[src/source/fm_operator_settings.svh]
`ifndef FM_OPERATOR_SETTINGS_SVH
`define FM_OPERATOR_SETTINGS_SVH

// sample rate pacing
`define FM_CLK_DIV 32          // system clocks per sample enable

// datapath widths
`define FM_PHASE_W 19          // phase accumulator, one turn = 2^19
`define FM_ATTEN_W 9           // attenuation, 0.1875 dB per lsb
`define FM_SAMPLE_W 13         // signed operator output

// register field widths
`define FM_FNUM_W 10           // frequency number
`define FM_BLOCK_W 3           // octave
`define FM_MULT_W 4            // multiplier code
`define FM_WS_W 2              // waveform select
`define FM_RATE_W 4            // attack, decay, release rates
`define FM_SL_W 4              // sustain level
`define FM_TL_W 6              // total level, 0.75 dB per lsb

`endif

[src/source/fm_operator_pkg.sv]
`include "fm_operator_settings.svh"

package fm_operator_pkg;

    typedef logic [`FM_FNUM_W-1:0]   fnum_t;      // frequency number
    typedef logic [`FM_BLOCK_W-1:0]  block_t;     // octave shift
    typedef logic [`FM_MULT_W-1:0]   mult_t;      // multiplier code
    typedef logic [`FM_WS_W-1:0]     ws_t;        // waveform select
    typedef logic [`FM_RATE_W-1:0]   env_rate_t;  // envelope rate, 0 = frozen
    typedef logic [`FM_SL_W-1:0]     sus_lvl_t;   // sustain level, 3 dB steps
    typedef logic [`FM_TL_W-1:0]     tl_t;        // total level
    typedef logic [`FM_PHASE_W-1:0]  phase_t;     // phase accumulator
    typedef logic [`FM_ATTEN_W-1:0]  atten_t;     // attenuation
    typedef logic signed [`FM_SAMPLE_W-1:0] sample_t; // signed sample

    // operator register image, held as static levels
    typedef struct packed {
        fnum_t     fnum;   // pitch
        block_t    block;  // octave
        mult_t     mult;   // frequency multiplier
        ws_t       ws;     // waveform
        env_rate_t ar;     // attack rate
        env_rate_t dr;     // decay rate
        sus_lvl_t  sl;     // sustain level
        env_rate_t rr;     // release rate
        tl_t       tl;     // total level
        logic      egt;    // 1 = hold at sustain
    } op_regs_t;

    // ADSR phases
    typedef enum logic [1:0] {
        ENV_ATTACK  = 2'd0,  // exponential rise
        ENV_DECAY   = 2'd1,  // linear fall to sl
        ENV_SUSTAIN = 2'd2,  // hold or fall at rr
        ENV_RELEASE = 2'd3   // linear fall after key-off
    } env_state_t;

endpackage

[src/source/envelope_gen.sv]
`timescale 1ns/1ns
`include "fm_operator_settings.svh"

module envelope_gen (
    input  logic                      clk,
    input  logic                      rst,
    input  logic                      sample_en,
    input  logic                      kon,
    input  fm_operator_pkg::op_regs_t regs,
    output fm_operator_pkg::atten_t   atten
);

    import fm_operator_pkg::*;

    localparam int CNT_W = 15;   // rate counter, rate r uses 15-r low bits

    env_state_t       state;       // ADSR phase
    atten_t           level;       // envelope attenuation, 511 = silent
    logic [CNT_W-1:0] rate_cnt;    // free running, one step per enable
    logic             kon_q;       // kon at previous enable
    env_rate_t        rate;        // rate of the current phase
    logic [CNT_W-1:0] rate_mask;   // low counter bits that must be zero
    logic             rate_act;    // step allowed on this enable
    atten_t           atk_dec;     // attack decrement, level/8 + 1
    atten_t           atk_next;    // level after one attack step
    atten_t           lin_next;    // level after one linear step
    atten_t           sus_target;  // decay end point
    logic [`FM_ATTEN_W:0] tl_sum;  // level plus total level, one spare bit

    always_comb begin
        case (state)
            ENV_ATTACK: rate = regs.ar;
            ENV_DECAY:  rate = regs.dr;
            default:    rate = regs.rr;   // sustain without egt, release
        endcase
    end

    // rate 15 acts every enable, rate 1 every 2^14 enables
    assign rate_mask = (CNT_W'(1) << (4'd15 - rate)) - CNT_W'(1);
    assign rate_act  = (rate != '0) && ((rate_cnt & rate_mask) == '0);

    assign atk_dec  = (level >> 3) + atten_t'(1);
    assign atk_next = (level > atk_dec) ? (level - atk_dec) : '0;  // clamp at 0
    assign lin_next = (level == '1) ? level : (level + atten_t'(1)); // stop at 511

    // sl 15 goes all the way to silence
    assign sus_target = (regs.sl == 4'd15) ? '1 : {1'b0, regs.sl, 4'b0000};

    always_ff @(posedge clk) begin
        if (rst) begin
            state    <= ENV_RELEASE;
            level    <= '1;            // start silent
            rate_cnt <= '0;
            kon_q    <= 1'b0;
        end else if (sample_en) begin
            kon_q    <= kon;
            rate_cnt <= rate_cnt + CNT_W'(1);
            if (kon && !kon_q) begin
                state <= ENV_ATTACK;   // rise from wherever the level is
            end else if (!kon && kon_q) begin
                state <= ENV_RELEASE;  // key-off
            end else begin
                case (state)
                    ENV_ATTACK: begin
                        if (level == '0) begin
                            state <= ENV_DECAY;        // peak reached
                        end else if (rate_act) begin
                            level <= atk_next;
                        end
                    end
                    ENV_DECAY: begin
                        if (level >= sus_target) begin
                            state <= ENV_SUSTAIN;
                        end else if (rate_act) begin
                            level <= lin_next;         // 0.1875 dB per step
                        end
                    end
                    ENV_SUSTAIN: begin
                        if (!regs.egt && rate_act) begin
                            level <= lin_next;         // percussive, keeps falling
                        end
                    end
                    default: begin
                        if (rate_act) begin
                            level <= lin_next;         // release
                        end
                    end
                endcase
            end
        end
    end

    // total level is 0.75 dB, four envelope steps per lsb
    assign tl_sum = {1'b0, level} + {2'b00, regs.tl, 2'b00};
    assign atten  = tl_sum[`FM_ATTEN_W] ? '1 : tl_sum[`FM_ATTEN_W-1:0]; // saturate

endmodule

[src/source/fm_operator.sv]
`timescale 1ns/1ns

module fm_operator (
    input  logic                      clk,
    input  logic                      rst,
    input  logic                      kon,
    input  fm_operator_pkg::op_regs_t regs,
    output fm_operator_pkg::sample_t  sample
);

    import fm_operator_pkg::*;

    logic   sample_en;  // one clock per sample period
    phase_t phase;      // from phase accumulator
    atten_t atten;      // from envelope

    sample_clk_div u_clk_div (
        .clk       (clk),
        .rst       (rst),
        .sample_en (sample_en)
    );

    phase_accum u_phase (
        .clk       (clk),
        .rst       (rst),
        .sample_en (sample_en),
        .kon       (kon),
        .regs      (regs),
        .phase     (phase)
    );

    envelope_gen u_env (
        .clk       (clk),
        .rst       (rst),
        .sample_en (sample_en),
        .kon       (kon),
        .regs      (regs),
        .atten     (atten)
    );

    // sample appears three clocks after the enable pulse
    wave_shaper u_wave (
        .clk       (clk),
        .rst       (rst),
        .sample_en (sample_en),
        .phase     (phase),
        .atten     (atten),
        .ws        (regs.ws),
        .sample    (sample)
    );

endmodule

[src/source/phase_accum.sv]
`timescale 1ns/1ns
`include "fm_operator_settings.svh"

module phase_accum (
    input  logic                      clk,
    input  logic                      rst,
    input  logic                      sample_en,
    input  logic                      kon,
    input  fm_operator_pkg::op_regs_t regs,
    output fm_operator_pkg::phase_t   phase
);

    import fm_operator_pkg::*;

    localparam int MULT_X2_W = 5;                          // doubled factor, max 30
    localparam int PROD_W    = $bits(fnum_t) + MULT_X2_W;  // fnum * factor * 2
    localparam int SHIFT_W   = PROD_W + 7;                 // room for block 7

    logic [MULT_X2_W-1:0] mult_x2;   // twice the multiplier factor
    logic [PROD_W-1:0]    base_prod; // fnum * mult_x2
    logic [SHIFT_W-1:0]   shifted;   // after octave shift
    phase_t               inc;       // step per sample
    logic                 kon_q;     // kon seen at last enable

    // code 0 is one half, 11/13/15 repeat their neighbour
    always_comb begin
        case (regs.mult)
            4'd0:    mult_x2 = 5'd1;
            4'd1:    mult_x2 = 5'd2;
            4'd2:    mult_x2 = 5'd4;
            4'd3:    mult_x2 = 5'd6;
            4'd4:    mult_x2 = 5'd8;
            4'd5:    mult_x2 = 5'd10;
            4'd6:    mult_x2 = 5'd12;
            4'd7:    mult_x2 = 5'd14;
            4'd8:    mult_x2 = 5'd16;
            4'd9:    mult_x2 = 5'd18;
            4'd10:   mult_x2 = 5'd20;
            4'd11:   mult_x2 = 5'd20;
            4'd12:   mult_x2 = 5'd24;
            4'd13:   mult_x2 = 5'd24;
            default: mult_x2 = 5'd30;   // 14 and 15
        endcase
    end

    assign base_prod = PROD_W'(regs.fnum) * PROD_W'(mult_x2);
    assign shifted   = SHIFT_W'(base_prod) << regs.block;
    assign inc       = shifted[`FM_PHASE_W+1:2];  // undo doubling, then halve

    always_ff @(posedge clk) begin
        if (rst) begin
            phase <= '0;
            kon_q <= 1'b0;
        end else if (sample_en) begin
            kon_q <= kon;
            if (kon && !kon_q) begin
                phase <= '0;            // key-on restarts the wave
            end else begin
                phase <= phase + inc;   // wraps mod 2^19
            end
        end
    end

endmodule

[src/source/sample_clk_div.sv]
`timescale 1ns/1ns
`include "fm_operator_settings.svh"

module sample_clk_div (
    input  logic clk,
    input  logic rst,
    output logic sample_en
);

    localparam int CNT_W = $clog2(`FM_CLK_DIV);  // counter width

    logic [CNT_W-1:0] cnt;  // position inside sample period
    logic             wrap; // last clock of the period

    assign wrap = (cnt == CNT_W'(`FM_CLK_DIV - 1));

    always_ff @(posedge clk) begin
        if (rst) begin
            cnt       <= '0;
            sample_en <= 1'b0;
        end else begin
            sample_en <= wrap;             // one clock wide pulse
            if (wrap) begin
                cnt <= '0;                 // start next period
            end else begin
                cnt <= cnt + CNT_W'(1);
            end
        end
    end

    // first pulse lands FM_CLK_DIV clocks after reset goes low
    // since the enable is registered off the wrap

endmodule

[src/source/wave_shaper.sv]
`timescale 1ns/1ns
`include "fm_operator_settings.svh"

module wave_shaper (
    input  logic                     clk,
    input  logic                     rst,
    input  logic                     sample_en,
    input  fm_operator_pkg::phase_t  phase,
    input  fm_operator_pkg::atten_t  atten,
    input  fm_operator_pkg::ws_t     ws,
    output fm_operator_pkg::sample_t sample
);

    import fm_operator_pkg::*;

    localparam int TAB_W = 12;   // table entry width
    localparam int SUM_W = 13;   // log domain sum, shift in top 5 bits
    localparam int MAG_W = `FM_SAMPLE_W - 1;
    localparam real PI   = 3.14159265358979;

    logic [TAB_W-1:0] logsin_rom [256];  // -log2(sin) * 256, quarter wave
    logic [TAB_W-1:0] exp_rom [256];     // 4095 * 2^(-i/256)

    // tables built at elaboration, sampled at bin centres
    for (genvar i = 0; i < 256; i++) begin : g_rom
        localparam real ANGLE  = (real'(i) + 0.5) * PI / 512.0;
        localparam real LOGSIN = -$ln($sin(ANGLE)) / $ln(2.0) * 256.0;
        localparam real EXPV   = 4095.0 * (2.0 ** (-real'(i) / 256.0));
        assign logsin_rom[i] = TAB_W'($rtoi(LOGSIN + 0.5));
        assign exp_rom[i]    = TAB_W'($rtoi(EXPV + 0.5));
    end

    logic [9:0]       top;        // upper phase bits, quadrant + index
    logic [7:0]       quarter;    // index into quarter wave
    logic             sign;       // negative half
    logic             mute;       // forced silence
    logic [SUM_W-1:0] log_sum;    // sine attenuation plus envelope
    logic             en_d1;      // stage 1 strobe
    logic             en_d2;      // stage 2 strobe
    logic [SUM_W-1:0] s1_sum;
    logic             s1_sign;
    logic             s1_mute;
    logic [MAG_W-1:0] mag;        // linear magnitude

    assign top = phase[`FM_PHASE_W-1 -: 10];

    always_comb begin
        quarter = top[8] ? ~top[7:0] : top[7:0];  // mirror falling quarters
        sign    = 1'b0;
        mute    = 1'b0;
        case (ws)
            2'd0: sign = top[9];                  // full sine
            2'd1: mute = top[9];                  // half sine
            2'd2: sign = 1'b0;                    // absolute sine
            default: begin
                mute    = top[8];                 // rising quarters only
                quarter = top[7:0];
            end
        endcase
        if (atten == '1) begin
            mute = 1'b1;                          // envelope fully off
        end
    end

    // one envelope lsb of 0.1875 dB is eight table units of 6/256 dB
    assign log_sum = SUM_W'(logsin_rom[quarter]) + SUM_W'({atten, 3'b000});

    assign mag = MAG_W'(exp_rom[s1_sum[7:0]] >> s1_sum[SUM_W-1:8]);

    always_ff @(posedge clk) begin
        if (rst) begin
            en_d1  <= 1'b0;
            en_d2  <= 1'b0;
            sample <= '0;
        end else begin
            en_d1 <= sample_en;    // phase and atten settled here
            en_d2 <= en_d1;
            if (en_d2) begin
                if (s1_mute) begin
                    sample <= '0;
                end else if (s1_sign) begin
                    sample <= -$signed({1'b0, mag});
                end else begin
                    sample <= $signed({1'b0, mag});
                end
            end
        end
    end

    always_ff @(posedge clk) begin
        if (en_d1) begin
            s1_sum  <= log_sum;
            s1_sign <= sign;
            s1_mute <= mute;
        end
    end

endmodule

[config.mk]
export PLATFORM = sky130hd
export DESIGN_NAME = fm_operator
export DESIGN_NICKNAME = d
export VERILOG_FILES = /design/src/source/fm_operator_pkg.sv /design/src/source/envelope_gen.sv /design/src/source/fm_operator.sv /design/src/source/phase_accum.sv /design/src/source/sample_clk_div.sv /design/src/source/wave_shaper.sv
export VERILOG_INCLUDE_DIRS = /design/src /design/src/source
export SDC_FILE = /design/constraint.sdc
export NUM_CORES = 1
export LEC_CHECK = 0
export BUFFER_PORTS_ARGS = -buffer_cell sky130_fd_sc_hd__buf_2
export CAP_MARGIN = 0
export CORE_MARGIN = 2
export CORE_UTILIZATION = 55
export DETAILED_ROUTE_END_ITERATION = 7
export PLACE_DENSITY = 0.72
export SYNTH_ARGS = -nofsm -noshare
export SYNTH_HDL_FRONTEND = slang
export SYNTH_SLANG_ARGS = --single-unit
[constraint.sdc]
create_clock -name clk -period 11.5 [get_ports clk]
set_input_delay 1.15 -clock clk [delete_from_list [all_inputs] [get_ports clk]]
set_output_delay 1.15 -clock clk [all_outputs]
set_load 0.01 [all_outputs]
==> results by group, run 1 <==
Global routing
  – Met3 usage: under 10%
  – Initial antenna violation count: 1
  – Grt total ovfl: 0
  – Grt met2 use: 49.5%
  – Pin count of the biggest net entering global routing: just under 90
  – Global routing usage on met1: between 40% and 50%
  – Total GRT Usage: 30.8%
  – Most Crowded Layer GR: met2
  – Vias in the first global route: 13200
  – First-pass GRT wire length: about 68000 um

Placement
  – Routability cong.: 0.968
  – Inst Count DP: 2198
  – IO Port Bufs: 57
  – Dpl hpwl: approximately 30000 um

Timing
  – Post-route clock skew: 0.0135 ns
  – Final Max Slew Viols: 0
  – RSZ-0062 raised after global routing: no
  – Setup TNS: 0 ns
  – Period utilization: between 60% and 70%
  – Setup violators final: 0
  – Worst Tran Pin Value: approximately 1.2 ns
  – Fmax: ~140 MHz
  – Slew margin rel.: 21.2%
  – Hold Vio Cnt, Final: 0
  – Min Tclk post-route: 7.04 ns

Yosys
  – Yosys reg bits: between 80 and 90
  – Synth unique cells: 89
  – Synth Flop Type: dfxtp_1
  – Yosys top cell area share: 10.8%
  – Number of synthesized flops with an enable pin: 15
  – Mapped cell area: about 14000 um2
  – Sequential cell area fraction in the yosys report: between 10% and 20%
  – Commonest cells post-synth: nand2_1 (185), nor2_1 (157), a21oi_1 (154)
  – Synth warn: 0
  – Count leader, synth: nand2_1
  – Top cells by area, synth: ha_1 (11%), dfxtp_1 (9.7%), a21oi_1 (5.6%), nand2_1 (5.0%), o21ai_0 (4.7%)
  – Synth area leader: ha_1
  – Ys async rst share: 0%
  – Syn_area_per_cell: 7.20 um2
  – Post-synthesis net count: about 2100
  – Gate count of the mapped netlist: slightly below 2000

Min path
  – Hold Crit Class: flip-flop to flip-flop
  – Hold depth: 1

Power and ir drop
  – Combinational fraction of design power: approximately 32%
  – Int Pwr: 0.000606 W
  – Leak pwr: ~5.9 nW
  – VDD IR-drop max: ~0.077 mV
  – Sequential Power Share: roughly a third
  – Pwr Density: between 60 and 70 nW/um2
  – Power Total: ~0.0009 W
  – NetSw: approximately 0.00029 W
  – Sw frac: around 32%
  – Power share of the clock group: a little over a third

Cells and area
  – Final net count: 2072
  – Antenna diodes: 0
  – Final core occ: approximately 58%
  – Share of layout cells above drive strength 1: ~7.7%
  – Synth-to-layout area growth: 4.54%
  – Fin cells: ~2200

Clocking
  – Post-CTS resize count: 0
  – CTS H-tree depth: 3
  – CTS tree: yes
  – Worst-skew pair later-pin latency: about 0.35 ns
  – # hold bufs at CTS: 0
  – CTS Buffer Depth: 2
  – Post-CTS Setup Inserts: 0
  – Sink Count: between 80 and 90
  – Clock-pin slew on the worst setup and hold paths: 0.07 ns
  – CTS Root Cell: clkbuf_16
  – TritonCTS Buffers: 9

Route
  – Vias: 14400
  – DRC violations left: 0
  – Iteration count of the initial detailed-routing pass: 6
  – Post-Route WL: between 40000 and 50000 um
  – Detail Route Antenna Nets: 0
  – WL/cell: ~19 um
  – DR vias/cell: 6.50
  – 1st-iter DRT viols: around 1700

Critical path
  – Critical path required time: around 12 ns
  – Crit start category: primary input
  – CP Max Fanout: 13
  – CP Capture Type: flip-flop
  – Critical path class: primary input to flip-flop
  – R2R depth: 23
  – CP Data Arrival Time: roughly 7.2 ns

Die
  – Die area: roughly 26000 um2
  – Die height: between 150 and 200 um
  – Initial core utilization: between 50 and 60%
  – DIE WIDTH: approximately 160 um
  – Io pins: between 50 and 60
  – Core area: about 25000 um2
  – Site Rows: 58

Status
  – Outcome: completed

Flow run
  – Max_cap viols: 0
==> critical path, cell delays in order <==
cell and delay [ns]:
buf_2 0.16, and3_1 0.20, a21oi_1 0.55, nand2b_1 0.20, fa_1 0.45, fa_1 0.57, inv_1 0.05, ha_1 0.32
a21oi_1 0.22, o21ai_0 0.16, a31oi_1 0.25, o21ai_0 0.16, o41ai_1 0.49, xnor2_1 0.14, mux2i_1 0.20, mux2i_1 0.12
mux2_2 0.28, ha_1 0.33, or3_1 0.12, o21ai_0 0.07, a21oi_1 0.20, nand4_1 0.16, a31oi_1 0.19, xor2_1 0.20
mux2i_1 0.21, a21oi_1 0.08
==> worst paths after layout <==
check | to | slack (ns) | startpoint
setup / recovery | u_phase.phase[18] | 4.46 | regs[26]
hold / removal | u_clk_div.cnt[0] | 0.46 | u_clk_div.cnt[0]
setup reg to reg | u_wave.s1_sum[12] | 5.50 | u_phase.phase[17]
hold reg to reg | u_clk_div.cnt[0] | 0.46 | u_clk_div.cnt[0]
==> state kept, by name, summed over array words and instances, names as in the netlist, 2 cells and up <==
signal	cells
u_env.level	9
u_env.rate_cnt	15
u_env.state	2
u_clk_div.cnt	5
u_wave.s1_sum	13
u_wave.sample	13
u_phase.phase	19
==> power by group through the flow <==
stage | logic [W] | clock network [W] | registers (W)
after detailed placement | 0.000286 | 0 | 0.000301
after floorplan | 0.000228 | 0 | 0.000301
after global routing | 0.000330 | 0.000331 | 0.000294
after global placement | 0.000281 | 0 | 0.000301
after CTS | 0.000289 | 0.000321 | 0.000294
final | 0.000288 | 0.000316 | 0.000294
==> cells by family (layout without fill, tap and decap cells) <==
kind of cell / after synthesis / in the layout / synth area share, %
AND/OR/NAND/NOR: 684 / 684 / 24.5
AO/OA/AOI/OAI: 637 / 637 / 31.0
buffers and inverters: 241 / 203 / 7.48
adder cells (fa/ha/maj): 149 / 149 / 15.0
XOR/XNOR: 84 / 84 / 5.31
flip-flops: 82 / 82 / 12.9
multiplexers: 45 / 45 / 3.72
==> metrics by stage <==
| stage | area, um2 | hold slack (ns) | setup WS (ns) |
|---|---|---|---|
| after global routing | 14500 | 0.493 | 3.90 |
| after global placement | 14100 | 0.450 | 4.23 |
| after detailed placement | 14100 | 0.459 | 4.09 |
| after CTS | 14500 | 0.468 | 4.44 |
| final | 14500 | 0.464 | 4.46 |
| after floorplan | 13800 | 0.432 | 4.81 |
==> layout make-up <==
class | count | area, um2
clock buffers | 10 | 250
clock inverters | 6 | 77.6
fillers | 2436 | 10500
inverters | 104 | 390
multi-input cells | 1599 | 11100
flip-flops and latches | 82 | 1790
well taps | 330 | 413
repair buffers | 83 | 480
==> layer usage <==
metal  wire (um)  share of wire (%)  vias to the layer above
met4        1300                3.1                        2
li1            -                  -                     6943
met3        3560                8.6                      115
met5          11              0.027                        -
met2       18600                 45                      712
met1       18000                 43                     6617
==> cells in the final DEF (no fill, tap or decap), drive strengths merged, types with 49 or more instances in the layout <==
| cell type | n |
|---|---|
| dfxtp | 67 |
| a21oi | 154 |
| o211ai | 51 |
| xnor2 | 54 |
| nand2 | 185 |
| nor2b | 64 |
| nor2 | 157 |
| o21ai | 135 |
| nor3 | 49 |
| inv | 104 |
| buf | 83 |
| ha | 119 |
Note: power is estimated with default switching activity, not from simulation.
==> inputs of run 2 (changes only) <==
==> constraint.sdc (replaced) <==
create_clock -name clk -period 6.7 [get_ports clk]
set_input_delay 0.67 -clock clk [delete_from_list [all_inputs] [get_ports clk]]
set_output_delay 0.67 -clock clk [all_outputs]
set_load 0.01 [all_outputs]
==> run 2 against run 1 <==
Cell count grew 0.68%. Combinational power grew 79%. Core utilization is 0.52 points higher. Worst setup slack worse by 4.0 ns. Flip-flop and latch count did not move. Non-clock buffer count increased by 13. Clock-buffer cell count did not move. First-iteration DRC count rose by 9.5%. Critical path type unchanged. Highest routed layer unchanged.
==> results by group, run 2 (synthesized netlist as in run 1, its figures left out) <==
Status
  – Outcome: completed

Timing
  – Post-route clock skew: 0.0123 ns (-0.00116 ns)
  – Slew margin rel.: 16.8% (-4.4 points)
  – Min Tclk post-route: roughly 6.3 ns
  – Fmax: around 160 MHz
  – Setup violators final: 0 (unchanged)
  – Hold Vio Cnt, Final: 0 (unchanged)
  – Worst Tran Pin Value: 1.25 ns (+0.0636 ns)
  – Period utilization: 93.7%
  – Final Max Slew Viols: 0 (unchanged)

Cells and area
  – Fillcell total: 2388 (-2.0%)
  – Commonest non-fill, non-tap cell in the layout: nand2_1
  – Largest regs: u_phase.phase (19), u_env.rate_cnt (15)
  – Area occupied by multi-input gates: 11100 um2 (+0.30%)
  – Fin cells: 2229 (+0.68%)
  – Final net count: 2085 (+0.63%)
  – Max reg flops: 19 (unchanged)
  – Synth-to-layout area growth: 5.48%
  – Share of layout cells above drive strength 1: 8.59% (+0.90 points)
  – Register area: 1790 um2 (unchanged)
  – Top reg by flops: u_phase.phase
  – Most frequent cells in the layout: nand2_1 (185), nor2_1 (157), a21oi_1 (153)

Critical path
  – CP Data Arrival Time: 6.48 ns (-0.74 ns)
  – Crit-path slowest cell: fa_1
  – Critical path class: primary input to flip-flop
  – CP Max Fanout: 13 (unchanged)
  – CP Capture Type: flip-flop
  – Critical path required time: 6.90 ns (-4.78 ns)
  – Max stage delay on crit path: 0.58 ns (about the same)
  – Crit start category: primary input
  – R2r setup slk: 1.05 ns (-4.45 ns)

Global routing
  – Vias in the first global route: 13200 (+0.13%)
  – Initial antenna violation count: 3 (+2)
  – First-pass GRT wire length: 67700 um (about the same)
  – Total GRT Usage: 31.0% (+0.18 points)
  – Grt total ovfl: 0 (unchanged)
  – Pin count of the biggest net entering global routing: 89 (+2.3%)

Die
  – Initial core utilization: 55.4% (unchanged)
  – Site Rows: 58 (unchanged)
  – Io pins: 58 (unchanged)
  – Die height: 163 um (unchanged)
  – Die area: 26500 um2 (unchanged)
  – Core area: 25000 um2 (unchanged)
  – DIE WIDTH: 163 um (unchanged)

Power and ir drop
  – Power Total: 0.00153 W (+70%)
  – Pwr Density: 105 nW/um2 (+69%)
  – Leak pwr: 5.92 nW (+1.1%)
  – VDD IR-drop max: 0.112 mV (+46%)

Route
  – M1 WL: 18300 um (+1.5%)
  – Vias: 14600 (+1.7%)
  – Met3 wire len: 3300 um (-7.2%)
  – DRC violations left: 0 (unchanged)
  – Post-Route WL: 41900 um (+1.2%)
  – Iteration count of the initial detailed-routing pass: 6 (unchanged)
  – Detail Route Antenna Nets: 0 (unchanged)
  – Metal2 WL: 18800 um (+1.2%)
  – DR vias/cell: 6.57 (+1.0%)
  – WL/cell: 18.8 um (+0.54%)
  – 1st-iter DRT viols: 1825 (+9.5%)
  – DR top layer: met5

Placement
  – IO Port Bufs: 57 (unchanged)
  – Routability cong.: 1.00 (+3.8%)
  – Dpl hpwl: 30600 um (+2.6%)
  – Inst Count DP: 2210 (+0.55%)

Min path
  – Hold Crit Class: flip-flop to flip-flop

Flow run
  – Max_cap viols: 0 (unchanged)

Clocking
  – CTS Buffer Depth: 2 (unchanged)
  – Sink Count: 82 (unchanged)
  – Worst-skew pair later-pin latency: 0.35 ns (about the same)
  – TritonCTS Buffers: 9 (unchanged)
  – CTS Root Cell: clkbuf_16
  – # hold bufs at CTS: 0 (unchanged)
  – CTS H-tree depth: 3 (unchanged)
  – Clock-pin slew on the worst setup and hold paths: 0.07 ns (about the same)
  – CTS tree: yes
-- run 2: cell types whose count changed in the layout (fill, tap and decap cells not counted), sizes merged --
cell,before,now
diode,0,2
clkinv,4,5
bufinv,1,0
clkbuf,10,12
buf,83,94
-- run 2: timing repair --
item,in CTS,in global routing
endpoints found under the setup margin,0,3
resized for setup,0,9
buffers inserted,0,1
-- run 2: stage by stage --
stage          worst slack (ns)  util (%)  hold slack [ns]  cell area [um2]  TNS (ns)
4_1_cts                   0.305      58.3            0.467            14500         0
3_3_place_gp              0.157      57.1            0.443            14200         0
6_report                  0.419      58.5            0.463            14600         0
5_1_grt                 -0.0167      58.5            0.492            14600   -0.0167
2_1_floorplan             0.485         -            0.432            13800         0
3_5_place_dp            -0.0314      57.1            0.458            14200   -0.0314
-- run 2: where the power goes --
group          total [W]  internal [W]  switching [W]
Clock           0.000508      0.000281       0.000227
Sequential      0.000505      0.000504     0.00000106
Combinational   0.000516      0.000228       0.000287
-- run 2: final cells by class --
cell class / instances / area share (%)
Multi-Input combinational cell: 1599 / 76.0
Sequential cell: 82 / 12.3
Timing Repair Buffer: 96 / 4.08
Tap cell: 330 / 2.83
Inverter: 104 / 2.67
Clock buffer: 10 / 1.71
Clock inverter: 6 / 0.368
Antenna cell: 2 / 0.0343
-- run 2: path summary, 6_finish.rpt --
path | start | endpoint | cells after the start
hold reg to reg | u_clk_div.cnt[0] | u_clk_div.cnt[0] | 1
setup / recovery | regs[27] | u_phase.phase[18] | 26
setup reg to reg | u_phase.phase[17] | u_wave.s1_sum[12] | 21
hold / removal | u_clk_div.cnt[0] | u_clk_div.cnt[0] | 1
-- run 2: worst max-delay path, delay by kind of cell --
| kind | cells | cell delay (ns) |
|---|---|---|
| adder cells (fa/ha/maj) | 5 | 2.22 |
| AO/OA/AOI/OAI | 9 | 1.64 |
| multiplexers | 4 | 0.87 |
| AND/OR/NAND/NOR | 3 | 0.38 |
| buffers and inverters | 3 | 0.37 |
| XOR/XNOR | 2 | 0.33 |
-- run 2: per-layer routing --
metal / up-vias / global-route usage [%]
met5: - / 0
met2: 720 / 49.3
met1: 6797 / 42.0
met3: 124 / 4.56
li1: 6994 / -
met4: 2 / 12.8
==> inputs of run 3 (changes only) <==
--- a/config.mk
+++ b/config.mk
@@ -10,6 +10,7 @@
 export CAP_MARGIN = 0
 export CORE_MARGIN = 2
 export CORE_UTILIZATION = 55
+export CTS_BUF_LIST = sky130_fd_sc_hd__clkbuf_4 sky130_fd_sc_hd__clkbuf_8
 export DETAILED_ROUTE_END_ITERATION = 7
 export PLACE_DENSITY = 0.72
 export SYNTH_ARGS = -nofsm -noshare
==> run 3 against run 2 <==
First-iteration DRC count down 7.2%. Sequential power about the same. Cell count unchanged. Worst setup slack worse by 0.011 ns. Sequential share of layout area up 0.086 points. Critical path type unchanged. Critical endpoint unchanged. Highest routed layer unchanged.
==> results by group, run 3 (synthesized netlist as in run 1, its figures left out) <==
Status
  – Outcome: completed

Timing
  – Period utilization: 93.9% (+0.16 points)
  – Min Tclk post-route: 6.29 ns (+0.0109 ns)
  – Hold Vio Cnt, Final: 0 (unchanged)
  – Final Max Slew Viols: 0 (unchanged)
  – Fmax: 159 MHz (-0.17%)
  – Setup violators final: 0 (unchanged)
  – Worst Tran Pin Value: 1.24 ns (-0.00749 ns)
  – Slew margin rel.: 17.3% (+0.50 points)
  – Setup TNS: 0 ns (unchanged)
  – Post-route clock skew: 0.0129 ns (+0.000578 ns)

Power and ir drop
  – Pwr Density: 96.9 nW/um2 (-7.4%)
  – VDD IR-drop max: 0.0943 mV (-16%)
  – Leak pwr: 5.87 nW (-0.78%)

Cells and area
  – Max reg flops: 19 (unchanged)
  – Final core occ: 58.1% (-0.41 points)
  – Final net count: 2085 (unchanged)
  – Top reg by flops: u_phase.phase
  – Fin cells: 2229 (unchanged)
  – Commonest non-fill, non-tap cell in the layout: nand2_1
  – Synth-to-layout area growth: 4.75%
  – Largest regs: u_phase.phase (19), u_env.rate_cnt (15)
  – Most frequent cells in the layout: nand2_1 (185), nor2_1 (157), a21oi_1 (153)
  – Share of layout cells above drive strength 1: 8.54% (-0.053 points)

Clocking
  – TritonCTS Buffers: 9 (unchanged)
  – CTS Root Cell: clkbuf_8
  – CTS H-tree depth: 3 (unchanged)
  – CTS tree: yes
  – Clock-pin slew on the worst setup and hold paths: 0.10 ns (+0.03 ns)
  – Worst-skew pair later-pin latency: 0.37 ns (+0.02 ns)
  – Sink Count: 82 (unchanged)
  – CTS Buffer Depth: 2 (unchanged)

Die
  – Io pins: 58 (unchanged)
  – Core area: 25000 um2 (unchanged)
  – Die height: 163 um (unchanged)
  – Initial core utilization: 55.4% (unchanged)
  – Site Rows: 58 (unchanged)
  – Die area: 26500 um2 (unchanged)
  – DIE WIDTH: 163 um (unchanged)

Global routing
  – Initial antenna violation count: 3 (unchanged)
  – First-pass GRT wire length: 67400 um (-0.46%)
  – Vias in the first global route: 13200 (-0.34%)
  – Grt total ovfl: 0 (unchanged)
  – Pin count of the biggest net entering global routing: 89 (unchanged)
  – Total GRT Usage: 30.8% (-0.19 points)

Critical path
  – CP Data Arrival Time: 6.51 ns (+0.03 ns)
  – Crit-path slowest cell: fa_1
  – Stages on the worst setup path: 28 (+7.7%)
  – R2R depth: 21 (unchanged)
  – Critical path launch point: regs[27]
  – Max stage delay on crit path: 0.58 ns (about the same)
  – R2r setup slk: 1.08 ns (+0.03 ns)
  – Crit start category: primary input
  – Critical path required time: 6.92 ns (+0.02 ns)
  – FF-to-FF Start: u_phase.phase[17]
  – CP Capture Type: flip-flop
  – Critical path class: primary input to flip-flop
  – CP Max Fanout: 13 (unchanged)
  – Capturing point of the worst reg2reg path: u_wave.s1_sum[12]
  – Worst path top cell family by delay: adder cells
  – Worst Path Buf+Inv: 2 (-1)
  – Crit path to: u_phase.phase[18]

Route
  – Iteration count of the initial detailed-routing pass: 8 (+2)
  – WL/cell: 18.7 um (-0.47%)
  – Vias: 14600 (-0.41%)
  – DR vias/cell: 6.54 (-0.41%)
  – DRC violations left: 0 (unchanged)
  – Post-Route WL: 41700 um (-0.47%)
  – 1st-iter DRT viols: 1693 (-7.2%)
  – Detail Route Antenna Nets: 0 (unchanged)

Placement
  – Routability cong.: 1.00 (unchanged)
  – Dpl hpwl: 30600 um (unchanged)
  – Inst Count DP: 2210 (unchanged)
  – IO Port Bufs: 57 (unchanged)

Flow run
  – Max_cap viols: 0 (unchanged)

Min path
  – Hold Crit Class: flip-flop to flip-flop
-- run 3: changes by cell type in the layout (fill, tap and decap cells not counted), sizes merged --
cell    before  now
clkbuf      12   11
bufinv       0    1
-- run 3: per-stage QoR --
| step | hold WS [ns] | setup slack, ns | total power [W] | cell area [um2] |
|---|---|---|---|---|
| after floorplan | 0.432 | 0.485 | 0.000907 | 13800 |
| after global placement | 0.443 | 0.157 | 0.00100 | 14200 |
| after detailed placement | 0.458 | -0.0314 | 0.00101 | 14200 |
| after CTS | 0.471 | 0.336 | 0.00141 | 14500 |
| after global routing | 0.500 | -0.00341 | 0.00151 | 14500 |
| final | 0.471 | 0.408 | 0.00140 | 14500 |
-- run 3: how the worst min path moves through the flow --
stage | cells past startpoint | start | end
floorplan | 1 | u_clk_div.cnt[0] | u_clk_div.cnt[0]
global placement | 1 | u_clk_div.cnt[0] | u_clk_div.cnt[0]
detailed placement | 1 | u_clk_div.cnt[0] | u_clk_div.cnt[0]
CTS | 1 | u_clk_div.cnt[0] | u_clk_div.cnt[0]
global route | 1 | u_wave.sample[6] | u_wave.sample[6]
finish | 1 | u_clk_div.cnt[0] | u_clk_div.cnt[0]
-- run 3: power by group --
part | total (W) | switching, W | internal, W
clock network | 0.000387 | 0.000209 | 0.000179
logic | 0.000513 | 0.000285 | 0.000228
registers | 0.000505 | 0.00000107 | 0.000504
total | 0.00140 | 0.000495 | 0.000910
-- run 3: cell type report --
type | count | area, um2
flip-flops and latches | 82 | 1790
diodes | 2 | 5.00
repair buffers | 96 | 596
multi-input cells | 1599 | 11100
inverters | 104 | 390
well taps | 330 | 413
clock buffers | 9 | 124
fillers | 2402 | 10500
clock inverters | 7 | 83.8
-- run 3: per-layer routing --
layer,GRT usage (%),vias to the layer above,wire [um]
li1,-,6979,-
met1,41.8,6740,18000
met2,49.2,733,18700
met3,4.69,123,3490
met4,11.9,2,1460
met5,0,-,13
-- run 3: repair_timing --
item / in CTS / in global routing
resized for setup: 0 / 7
endpoints found under the setup margin: 0 / 3
hold buffers: 0 / 0
buffers inserted: 0 / 1
